`config.mk`:
```
export PLATFORM = sky130hd
export DESIGN_NAME = axi_wr_ctrl
export DESIGN_NICKNAME = d
export VERILOG_FILES = /design/src/common/axi_wr_pkg.sv /design/src/axi_wr/burst_planner.sv /design/src/axi_wr/wbeat_gen.sv /design/src/axi_wr/wresp_track.sv /design/src/axi_wr/axi_wr_ctrl.sv
export SDC_FILE = /design/constraint.sdc
export NUM_CORES = 1
export LEC_CHECK = 0
export BUFFER_PORTS_ARGS = -buffer_cell sky130_fd_sc_hd__buf_2
export CELL_PAD_IN_SITES_DETAIL_PLACEMENT = 2
export CELL_PAD_IN_SITES_GLOBAL_PLACEMENT = 2
export CORE_ASPECT_RATIO = 2
export CORE_MARGIN = 2
export CORE_UTILIZATION = 35
export DETAILED_ROUTE_END_ITERATION = 8
export GPL_ROUTABILITY_DRIVEN = 1
export GPL_TIMING_DRIVEN = 0
export PLACE_DENSITY = 0.95
export RECOVER_POWER = 100
export SLEW_MARGIN = 30
export SYNTH_ARGS = -nofsm -noshare
export SYNTH_HDL_FRONTEND = slang
export SYNTH_SLANG_ARGS = --single-unit
```
`constraint.sdc`:
```
create_clock -name clk -period 6.4 [get_ports clk]
set_clock_uncertainty 0.15 [all_clocks]
set_input_delay 0.96 -clock clk [delete_from_list [all_inputs] [get_ports clk]]
set_output_delay 0.96 -clock clk [all_outputs]
set_load 0.02 [all_outputs]
```
`src/common/axi_wr_pkg.sv`:
```
package axi_wr_pkg;

    // ------------------------------
    // Bus widths
    // ------------------------------

    // Byte address on AW
    localparam int ADDR_W = 32;

    // Full-width data bus
    localparam int DATA_W = 32;

    // Byte lanes per word
    localparam int STRB_W = DATA_W / 8;

    // Byte offset bits within a word
    localparam int STRB_LOG2 = 2;

    // Transfer byte count from the start strobe
    localparam int COUNT_W = 16;

    // Word address towards the local SRAM
    localparam int SRAM_ADDR_W = 32;

    // ------------------------------
    // Burst constants
    // ------------------------------

    // INCR burst limit
    localparam int MAX_BEATS = 256;

    // Bytes covered by one full burst
    localparam int BURST_BYTES = MAX_BEATS * STRB_W;

    // AWLEN field
    localparam int LEN_W = 8;

    // BRESP field whose upper bit marks SLVERR or DECERR
    localparam int RESP_W = 2;

endpackage

```
`src/axi_wr/burst_planner.sv`:
```
`timescale 1ns/10ps

module burst_planner (
    input  logic                             clk,
    input  logic                             rst_n,
    input  logic                             w_start_i,
    input  logic [axi_wr_pkg::ADDR_W-1:0]    w_addr_i,
    input  logic [axi_wr_pkg::COUNT_W-1:0]   w_byte_num_i,
    input  logic                             busy_i,
    input  logic                             awready_i,
    input  logic                             resp_done_i,
    output logic [axi_wr_pkg::ADDR_W-1:0]    awaddr_o,
    output logic [axi_wr_pkg::LEN_W-1:0]     awlen_o,
    output logic                             awvalid_o,
    output logic                             burst_start_o,
    output logic [axi_wr_pkg::LEN_W-1:0]     burst_len_o,
    output logic [axi_wr_pkg::STRB_W-1:0]    first_strb_o,
    output logic [axi_wr_pkg::STRB_W-1:0]    last_strb_o,
    output logic                             final_burst_o
);

    logic [axi_wr_pkg::STRB_LOG2-1:0] addr_off;
    logic [axi_wr_pkg::COUNT_W:0]     eff_cnt;
    logic [axi_wr_pkg::COUNT_W:0]     remain_q;
    logic [axi_wr_pkg::ADDR_W-1:0]    addr_q;
    logic [axi_wr_pkg::LEN_W-1:0]     awlen_q;
    logic [axi_wr_pkg::STRB_W-1:0]    start_mask_q;
    logic [axi_wr_pkg::STRB_W-1:0]    end_mask_q;
    logic                             awvalid_q;
    logic                             busy_q;
    logic                             burst_go;
    logic                             first_q;
    logic                             final_q;
    logic                             aw_fire;
    logic                             last_now;

    assign addr_off = w_addr_i[axi_wr_pkg::STRB_LOG2-1:0];

    // Count includes the leading bytes skipped by alignment
    assign eff_cnt = {1'b0, w_byte_num_i}
                   + {{(axi_wr_pkg::COUNT_W + 1 - axi_wr_pkg::STRB_LOG2){1'b0}}, addr_off};

    assign aw_fire  = awvalid_q & awready_i;
    assign last_now = remain_q <= (axi_wr_pkg::COUNT_W + 1)'(axi_wr_pkg::BURST_BYTES);

    // ------------------------------
    // Transfer setup
    // ------------------------------

    always_ff @(posedge clk) begin
        if (w_start_i) begin
            start_mask_q <= {axi_wr_pkg::STRB_W{1'b1}} << addr_off;
            if (eff_cnt[axi_wr_pkg::STRB_LOG2-1:0] == '0) begin
                end_mask_q <= {axi_wr_pkg::STRB_W{1'b1}};
            end else begin
                end_mask_q <= ~({axi_wr_pkg::STRB_W{1'b1}} << eff_cnt[axi_wr_pkg::STRB_LOG2-1:0]);
            end
        end
    end

    // Aligned base, then one full burst further on per AW
    always_ff @(posedge clk) begin
        if (w_start_i) begin
            addr_q <= {w_addr_i[axi_wr_pkg::ADDR_W-1:axi_wr_pkg::STRB_LOG2],
                       {axi_wr_pkg::STRB_LOG2{1'b0}}};
        end else if (aw_fire) begin
            addr_q <= addr_q + axi_wr_pkg::ADDR_W'(axi_wr_pkg::BURST_BYTES);
        end
    end

    always_ff @(posedge clk or negedge rst_n) begin
        if (!rst_n) begin
            remain_q <= '0;
            first_q  <= 1'b0;
            final_q  <= 1'b0;
        end else if (w_start_i) begin
            remain_q <= eff_cnt;
            first_q  <= 1'b1;
            final_q  <= 1'b0;
        end else if (aw_fire) begin
            if (last_now) begin
                remain_q <= '0;
            end else begin
                remain_q <= remain_q - (axi_wr_pkg::COUNT_W + 1)'(axi_wr_pkg::BURST_BYTES);
            end
            first_q <= 1'b0;
            final_q <= last_now;
        end
    end

    // ------------------------------
    // AW issue
    // ------------------------------

    // First burst on the rise of busy, later ones after each response
    always_ff @(posedge clk or negedge rst_n) begin
        if (!rst_n) begin
            busy_q   <= 1'b0;
            burst_go <= 1'b0;
        end else begin
            busy_q   <= busy_i;
            burst_go <= (busy_i & ~busy_q) | (resp_done_i & ~final_q);
        end
    end

    always_ff @(posedge clk) begin
        if (burst_go) begin
            if (remain_q >= (axi_wr_pkg::COUNT_W + 1)'(axi_wr_pkg::BURST_BYTES)) begin
                awlen_q <= axi_wr_pkg::LEN_W'(axi_wr_pkg::MAX_BEATS - 1);
            end else begin
                // Partial word at the end still takes a beat
                awlen_q <= axi_wr_pkg::LEN_W'((remain_q - 1'b1) >> axi_wr_pkg::STRB_LOG2);
            end
        end
    end

    always_ff @(posedge clk or negedge rst_n) begin
        if (!rst_n) begin
            awvalid_q <= 1'b0;
        end else if (burst_go) begin
            awvalid_q <= 1'b1;
        end else if (aw_fire) begin
            awvalid_q <= 1'b0;
        end
    end

    assign awaddr_o      = addr_q;
    assign awlen_o       = awlen_q;
    assign awvalid_o     = awvalid_q;
    assign burst_start_o = aw_fire;
    assign burst_len_o   = awlen_q;
    assign first_strb_o  = first_q ? start_mask_q : {axi_wr_pkg::STRB_W{1'b1}};
    assign last_strb_o   = last_now ? end_mask_q : {axi_wr_pkg::STRB_W{1'b1}};
    assign final_burst_o = final_q;

    // AW payload holds while the slave stalls
    aw_hold_a : assert property (@(posedge clk) disable iff (!rst_n)
        awvalid_q && !awready_i |=> awvalid_q && $stable(awaddr_o) && $stable(awlen_o));

    // Last beat lies inside the remaining bytes and a short burst covers all of them
    aw_len_a : assert property (@(posedge clk) disable iff (!rst_n)
        awvalid_q |-> (int'(awlen_o) * axi_wr_pkg::STRB_W < int'(remain_q)
                       && (int'(awlen_o) == axi_wr_pkg::MAX_BEATS - 1
                           || int'(remain_q) <= (int'(awlen_o) + 1) * axi_wr_pkg::STRB_W)));

endmodule

```
`src/axi_wr/wbeat_gen.sv`:
```
`timescale 1ns/10ps

module wbeat_gen (
    input  logic                                clk,
    input  logic                                rst_n,
    input  logic                                w_start_i,
    input  logic                                burst_start_i,
    input  logic [axi_wr_pkg::LEN_W-1:0]        burst_len_i,
    input  logic [axi_wr_pkg::STRB_W-1:0]       first_strb_i,
    input  logic [axi_wr_pkg::STRB_W-1:0]       last_strb_i,
    input  logic                                wready_i,
    input  logic [axi_wr_pkg::DATA_W-1:0]       w_data_i,
    output logic [axi_wr_pkg::DATA_W-1:0]       wdata_o,
    output logic [axi_wr_pkg::STRB_W-1:0]       wstrb_o,
    output logic                                wlast_o,
    output logic                                wvalid_o,
    output logic                                sram_req_o,
    output logic [axi_wr_pkg::SRAM_ADDR_W-1:0]  sram_addr_o,
    output logic                                data_done_o
);

    logic [axi_wr_pkg::LEN_W-1:0]       len_q;
    logic [axi_wr_pkg::LEN_W-1:0]       beat_q;
    logic [axi_wr_pkg::STRB_W-1:0]      first_mask_q;
    logic [axi_wr_pkg::STRB_W-1:0]      last_mask_q;
    logic [axi_wr_pkg::STRB_W-1:0]      head_mask;
    logic [axi_wr_pkg::STRB_W-1:0]      tail_mask;
    logic [axi_wr_pkg::SRAM_ADDR_W-1:0] word_addr_q;
    logic                               wvalid_q;
    logic                               wnext;
    logic                               last_beat;

    assign wnext     = wvalid_q & wready_i;
    assign last_beat = beat_q == len_q;

    // ------------------------------
    // Burst context
    // ------------------------------

    // Captured on the AW transfer, held for the whole burst
    always_ff @(posedge clk) begin
        if (burst_start_i) begin
            len_q        <= burst_len_i;
            first_mask_q <= first_strb_i;
            last_mask_q  <= last_strb_i;
        end
    end

    always_ff @(posedge clk or negedge rst_n) begin
        if (!rst_n) begin
            beat_q <= '0;
        end else if (burst_start_i) begin
            beat_q <= '0;
        end else if (wnext && !last_beat) begin
            beat_q <= beat_q + 1'b1;
        end
    end

    always_ff @(posedge clk or negedge rst_n) begin
        if (!rst_n) begin
            wvalid_q <= 1'b0;
        end else if (burst_start_i) begin
            wvalid_q <= 1'b1;
        end else if (wnext && last_beat) begin
            wvalid_q <= 1'b0;
        end
    end

    // ------------------------------
    // Strobes
    // ------------------------------

    // A one-beat burst gets both masks
    assign head_mask = (beat_q == '0) ? first_mask_q : {axi_wr_pkg::STRB_W{1'b1}};
    assign tail_mask = last_beat ? last_mask_q : {axi_wr_pkg::STRB_W{1'b1}};

    assign wstrb_o     = head_mask & tail_mask;
    assign wlast_o     = last_beat;
    assign wvalid_o    = wvalid_q;
    assign wdata_o     = w_data_i;
    assign data_done_o = wnext & last_beat;

    // ------------------------------
    // SRAM fetch
    // ------------------------------

    // Word for beat 0 comes with the AW, the rest follow accepted beats
    assign sram_req_o = burst_start_i | (wnext & ~last_beat);

    always_ff @(posedge clk or negedge rst_n) begin
        if (!rst_n) begin
            word_addr_q <= '0;
        end else if (w_start_i) begin
            word_addr_q <= '0;
        end else if (sram_req_o) begin
            word_addr_q <= word_addr_q + 1'b1;
        end
    end

    assign sram_addr_o = word_addr_q;

    // Beat and its data stay put under WREADY back-pressure
    w_hold_a : assert property (@(posedge clk) disable iff (!rst_n)
        wvalid_q && !wready_i |=> wvalid_q && $stable(wstrb_o) && $stable(wlast_o)
                                  && $stable(wdata_o));

endmodule

```
`src/axi_wr/wresp_track.sv`:
```
`timescale 1ns/10ps

module wresp_track (
    input  logic                             clk,
    input  logic                             rst_n,
    input  logic                             w_start_i,
    input  logic                             data_done_i,
    input  logic                             final_burst_i,
    input  logic                             bvalid_i,
    input  logic [axi_wr_pkg::RESP_W-1:0]    bresp_i,
    output logic                             bready_o,
    output logic                             resp_done_o,
    output logic                             busy_o,
    output logic                             error_o
);

    logic bready_q;
    logic b_fire;

    assign b_fire = bready_q & bvalid_i;

    // Open for the response once the burst's last beat is out
    always_ff @(posedge clk or negedge rst_n) begin
        if (!rst_n) begin
            bready_q <= 1'b0;
        end else if (data_done_i) begin
            bready_q <= 1'b1;
        end else if (b_fire) begin
            bready_q <= 1'b0;
        end
    end

    // ------------------------------
    // Status
    // ------------------------------

    always_ff @(posedge clk or negedge rst_n) begin
        if (!rst_n) begin
            busy_o <= 1'b0;
        end else if (w_start_i) begin
            busy_o <= 1'b1;
        end else if (b_fire && final_burst_i) begin
            busy_o <= 1'b0;
        end
    end

    // SLVERR and DECERR both carry the upper BRESP bit
    always_ff @(posedge clk or negedge rst_n) begin
        if (!rst_n) begin
            error_o <= 1'b0;
        end else if (w_start_i) begin
            error_o <= 1'b0;
        end else if (b_fire && bresp_i[axi_wr_pkg::RESP_W-1]) begin
            error_o <= 1'b1;
        end
    end

    assign bready_o    = bready_q;
    assign resp_done_o = b_fire;

endmodule

```
`src/axi_wr/axi_wr_ctrl.sv`:
```
`timescale 1ns/10ps

module axi_wr_ctrl (
    input  logic                                clk,
    input  logic                                rst_n,
    input  logic                                w_start_i,
    input  logic [axi_wr_pkg::ADDR_W-1:0]       w_addr_i,
    input  logic [axi_wr_pkg::COUNT_W-1:0]      w_byte_num_i,
    input  logic [axi_wr_pkg::DATA_W-1:0]       w_data_i,
    output logic                                busy_o,
    output logic                                error_o,
    output logic [axi_wr_pkg::SRAM_ADDR_W-1:0]  sram_addr_o,
    output logic                                sram_req_o,
    // AW channel
    output logic [axi_wr_pkg::ADDR_W-1:0]       m_awaddr_o,
    output logic [axi_wr_pkg::LEN_W-1:0]        m_awlen_o,
    output logic                                m_awvalid_o,
    input  logic                                m_awready_i,
    // W channel
    output logic [axi_wr_pkg::DATA_W-1:0]       m_wdata_o,
    output logic [axi_wr_pkg::STRB_W-1:0]       m_wstrb_o,
    output logic                                m_wlast_o,
    output logic                                m_wvalid_o,
    input  logic                                m_wready_i,
    // B channel
    input  logic [axi_wr_pkg::RESP_W-1:0]       m_bresp_i,
    input  logic                                m_bvalid_i,
    output logic                                m_bready_o
);

    logic                            burst_start;
    logic [axi_wr_pkg::LEN_W-1:0]    burst_len;
    logic [axi_wr_pkg::STRB_W-1:0]   first_strb;
    logic [axi_wr_pkg::STRB_W-1:0]   last_strb;
    logic                            final_burst;
    logic                            data_done;
    logic                            resp_done;

    burst_planner burst_planner_i (
        .clk           (clk),
        .rst_n         (rst_n),
        .w_start_i     (w_start_i),
        .w_addr_i      (w_addr_i),
        .w_byte_num_i  (w_byte_num_i),
        .busy_i        (busy_o),
        .awready_i     (m_awready_i),
        .resp_done_i   (resp_done),
        .awaddr_o      (m_awaddr_o),
        .awlen_o       (m_awlen_o),
        .awvalid_o     (m_awvalid_o),
        .burst_start_o (burst_start),
        .burst_len_o   (burst_len),
        .first_strb_o  (first_strb),
        .last_strb_o   (last_strb),
        .final_burst_o (final_burst)
    );

    wbeat_gen wbeat_gen_i (
        .clk           (clk),
        .rst_n         (rst_n),
        .w_start_i     (w_start_i),
        .burst_start_i (burst_start),
        .burst_len_i   (burst_len),
        .first_strb_i  (first_strb),
        .last_strb_i   (last_strb),
        .wready_i      (m_wready_i),
        .w_data_i      (w_data_i),
        .wdata_o       (m_wdata_o),
        .wstrb_o       (m_wstrb_o),
        .wlast_o       (m_wlast_o),
        .wvalid_o      (m_wvalid_o),
        .sram_req_o    (sram_req_o),
        .sram_addr_o   (sram_addr_o),
        .data_done_o   (data_done)
    );

    wresp_track wresp_track_i (
        .clk           (clk),
        .rst_n         (rst_n),
        .w_start_i     (w_start_i),
        .data_done_i   (data_done),
        .final_burst_i (final_burst),
        .bvalid_i      (m_bvalid_i),
        .bresp_i       (m_bresp_i),
        .bready_o      (m_bready_o),
        .resp_done_o   (resp_done),
        .busy_o        (busy_o),
        .error_o       (error_o)
    );

endmodule

```
==> results.md <==
* Detailed Routing Iterations Pass 1 at 4
* Deepest clock path buffer count at 2
* Unique masters post-synth at 66
* R2r setup slk at 3490 ps
* DRT iter0 DRCs at ~180
* Synth top area share at about a quarter
* Row cnt at 73
* Period minus WS final at about 4000 ps
* Synth Instances at 678
* Post-route cell area at approximately 8600 um2
* First-pass GRT wire length at between 30000 and 40000 um
* Later-pin clock latency in the skew report at ~430 ps
* Final setup vio count at 0
* WP data required at about 5300 ps
* Final Routed Wirelength at roughly 24000 um
* Min-Delay Path Class: reg -> reg
* Clock Sinks at roughly 130
* Post-Syn Area at 7020 um2
* RSZ-0062 raised after global routing: false
* Post-CTS sizing at 0
* Die Ht at about 200 um
* Synth area leader: edfxtp_1
* R2r startpoint: burst_planner_i.remain_q[12]
* Critical Path End Type: output port
* Setup Crit Path Kind: reg -> out
* Pwr/cell area at between 200 and 300 nW/um2
* Via count at 6015
* CTS root buf: clkbuf_16
* Async SR Flop Fraction at between 50% and 60%
* Filler-free cell count of the finished design at around 1100
* Sum Neg Setup Slack at 0 ps
* Sequential-to-total area share from yosys stat at about half
* Max VDD drop at around 0.17 mV
* # hold bufs at CTS at 0
* Htree depth at 4
* Layout Nets at between 900 and 1000
* WL/cell at about 21 um
* Dpl cells at roughly 1100
* DRC at 0
* Postcts setup bufs at 0
* Fill cells at ~2200
* Period utilization at between 60% and 70%
* Largest net degree at the start of global routing at 37
* Setup WS post-layout at roughly 2400 ps
* Vias per inst at around 5.3
* Hold_ws at about 300 ps
* Worst hold start: wresp_track_i.busy_o
* Core box area at slightly below 20000 um2
* Proportion of layout cells with a drive suffix above 1 at 18.2%
* Clock slew at reported path FFs at around 60 ps
* Placed Area at just over 8000 um2
* Top_reg_cell synth: dfrtp_1
* Number of synthesized flops with an enable pin at 60
* Number of global-route vias before repair at 6719
* Dpl hpwl at approximately 18000 um
* Max Cap Viol at 2
* Hold Path Sink: burst_planner_i.busy_q
* # port buffers at 167
* Critical Path Source Type: register
* Antenna Nets Post-Route at 0
* Initial core utilization at 35.4%
* Lkg Pwr at between 3 and 4 nW
* Die area at between 20000 and 25000 um2
* Post-Syn Area per Cell at approximately 10 um2
* Pre-CTS WS at a little under 3000 ps
* Slew @ Worst Pin at ~2200 ps
* Cts bufs inserted at 17
* Max_slew headroom at -45.1%
* Status: complete, but fails checks
* Reg-to-reg critical path endpoint: wbeat_gen_i.last_mask_q[3]
* Initial antenna violation count at 0
* Failing checks: capacitance limit, slew limit
* Hold path depth at 0
* All-Layer GR Usage at 23.1%
* Count leader, synth: dfrtp_1
* IO Pins at roughly 200
* Tot Pwr at 2.30 mW
* Die W at roughly 100 um
* Final core occ at between 40% and 50%
* Ranking of synthesized cells by area: edfxtp_1, dfrtp_1, xnor2_1
* Total gr overflow at 0
* Diode count at 0
* Most instantiated cells after synthesis: dfrtp_1, edfxtp_1, nand2_1
* Yosys reg bits at roughly 130
* GP Congestion at slightly above 0.8
* CP max FO at 10
* Final Max Tran Viols at 69
* CTS tree: yes
* Final Hold Viols at 0
* R2R depth at 4
* Yosys Warn Count at 0
* Area Overhead vs Synth at 22.2%
* Top achievable clock speed at 247 MHz
* Crit path DAT at approximately 2900 ps
## area by class of cell
class / count / area, um2 / area share, %
inverter: 21 / 78.8 / 0.919
clock inverter: 11 / 90.1 / 1.05
clock buffer: 21 / 460 / 5.37
multi-input combinational: 470 / 3080 / 35.8
buffer: 62 / 404 / 4.71
sequential: 126 / 3450 / 40.2
timing repair buffer: 168 / 692 / 8.06
tap: 262 / 328 / 3.82
## routing by layer
| layer | share of wire (%) | vias to the layer above | track usage (%) |
|---|---|---|---|
| li1 | - | 2733 | - |
| met5 | 0 | - | 0 |
| met4 | 5.0 | 0 | 12.7 |
| met3 | 4.0 | 74 | 5.07 |
| met1 | 33 | 3016 | 21.7 |
| met2 | 58 | 192 | 45.3 |
## power by group
group          switching [mW]  internal [mW]  leakage (nW)
sequential             0.0596          0.909          1.40
combinational           0.254          0.148          1.65
clock                   0.378          0.551         0.269
total                   0.691           1.61          3.32
## cells in the final DEF (no fill, tap or decap), drive strengths merged, types with 4 or more instances in the layout
cell,n
buf,89
inv,23
and2,11
o31ai,4
nand3,35
or4,4
nand2b,7
a211oi,7
a21oi,29
nand4,15
or2,5
a22o,10
xor2,16
nor2b,25
nand2,59
nor4,6
o21ai,33
ha,8
mux2i,5
nor2,57
or3,6
dfrtp,66
a21o,5
a21boi,4
and4,7
and3,8
mux2,30
clkinv,5
edfxtp,60
clkbuf,160
xnor2,34
nor3,15
## flip-flops by register name (all words and copies together), names as in the netlist, 3 cells and up
name and cells:
wbeat_gen_i.beat_q 8, burst_planner_i.remain_q 17, burst_planner_i.end_mask_q 4, wbeat_gen_i.last_mask_q 4
burst_planner_i.awaddr_o 30, wbeat_gen_i.first_mask_q 3, wbeat_gen_i.sram_addr_o 32, wbeat_gen_i.len_q 8
burst_planner_i.start_mask_q 3, burst_planner_i.awlen_o 8
## critical path, stage by stage (launching register included)
cell and delay (ps):
dfrtp_1 480, xnor2_1 280, nand4_1 350, o21ai_0 690, buf_2 370, nand2_1 130, buf_2 210
## worst max path at each step
stage | start | to | depth (start not counted)
after global placement | w_start_i | burst_planner_i.awaddr_o[18] | 4
final | wbeat_gen_i.beat_q[0] | sram_req_o | 6
after detailed placement | w_start_i | burst_planner_i.awaddr_o[18] | 4
after CTS | wbeat_gen_i.beat_q[0] | sram_req_o | 6
after floorplan | m_wready_i | sram_req_o | 4
after global routing | rst_n | burst_planner_i.busy_q | 2
## cells by family after synthesis
group / share of synthesized area (%)
adder cells (fa/ha/maj): 1.71
buffers and inverters: 6.88
other: 0.107
AND/OR/NAND/NOR: 19.6
XOR/XNOR: 6.24
AO/OA/AOI/OAI: 10.7
flip-flops: 49.2
multiplexers: 5.58
Note: power is estimated with default switching activity, not from simulation.
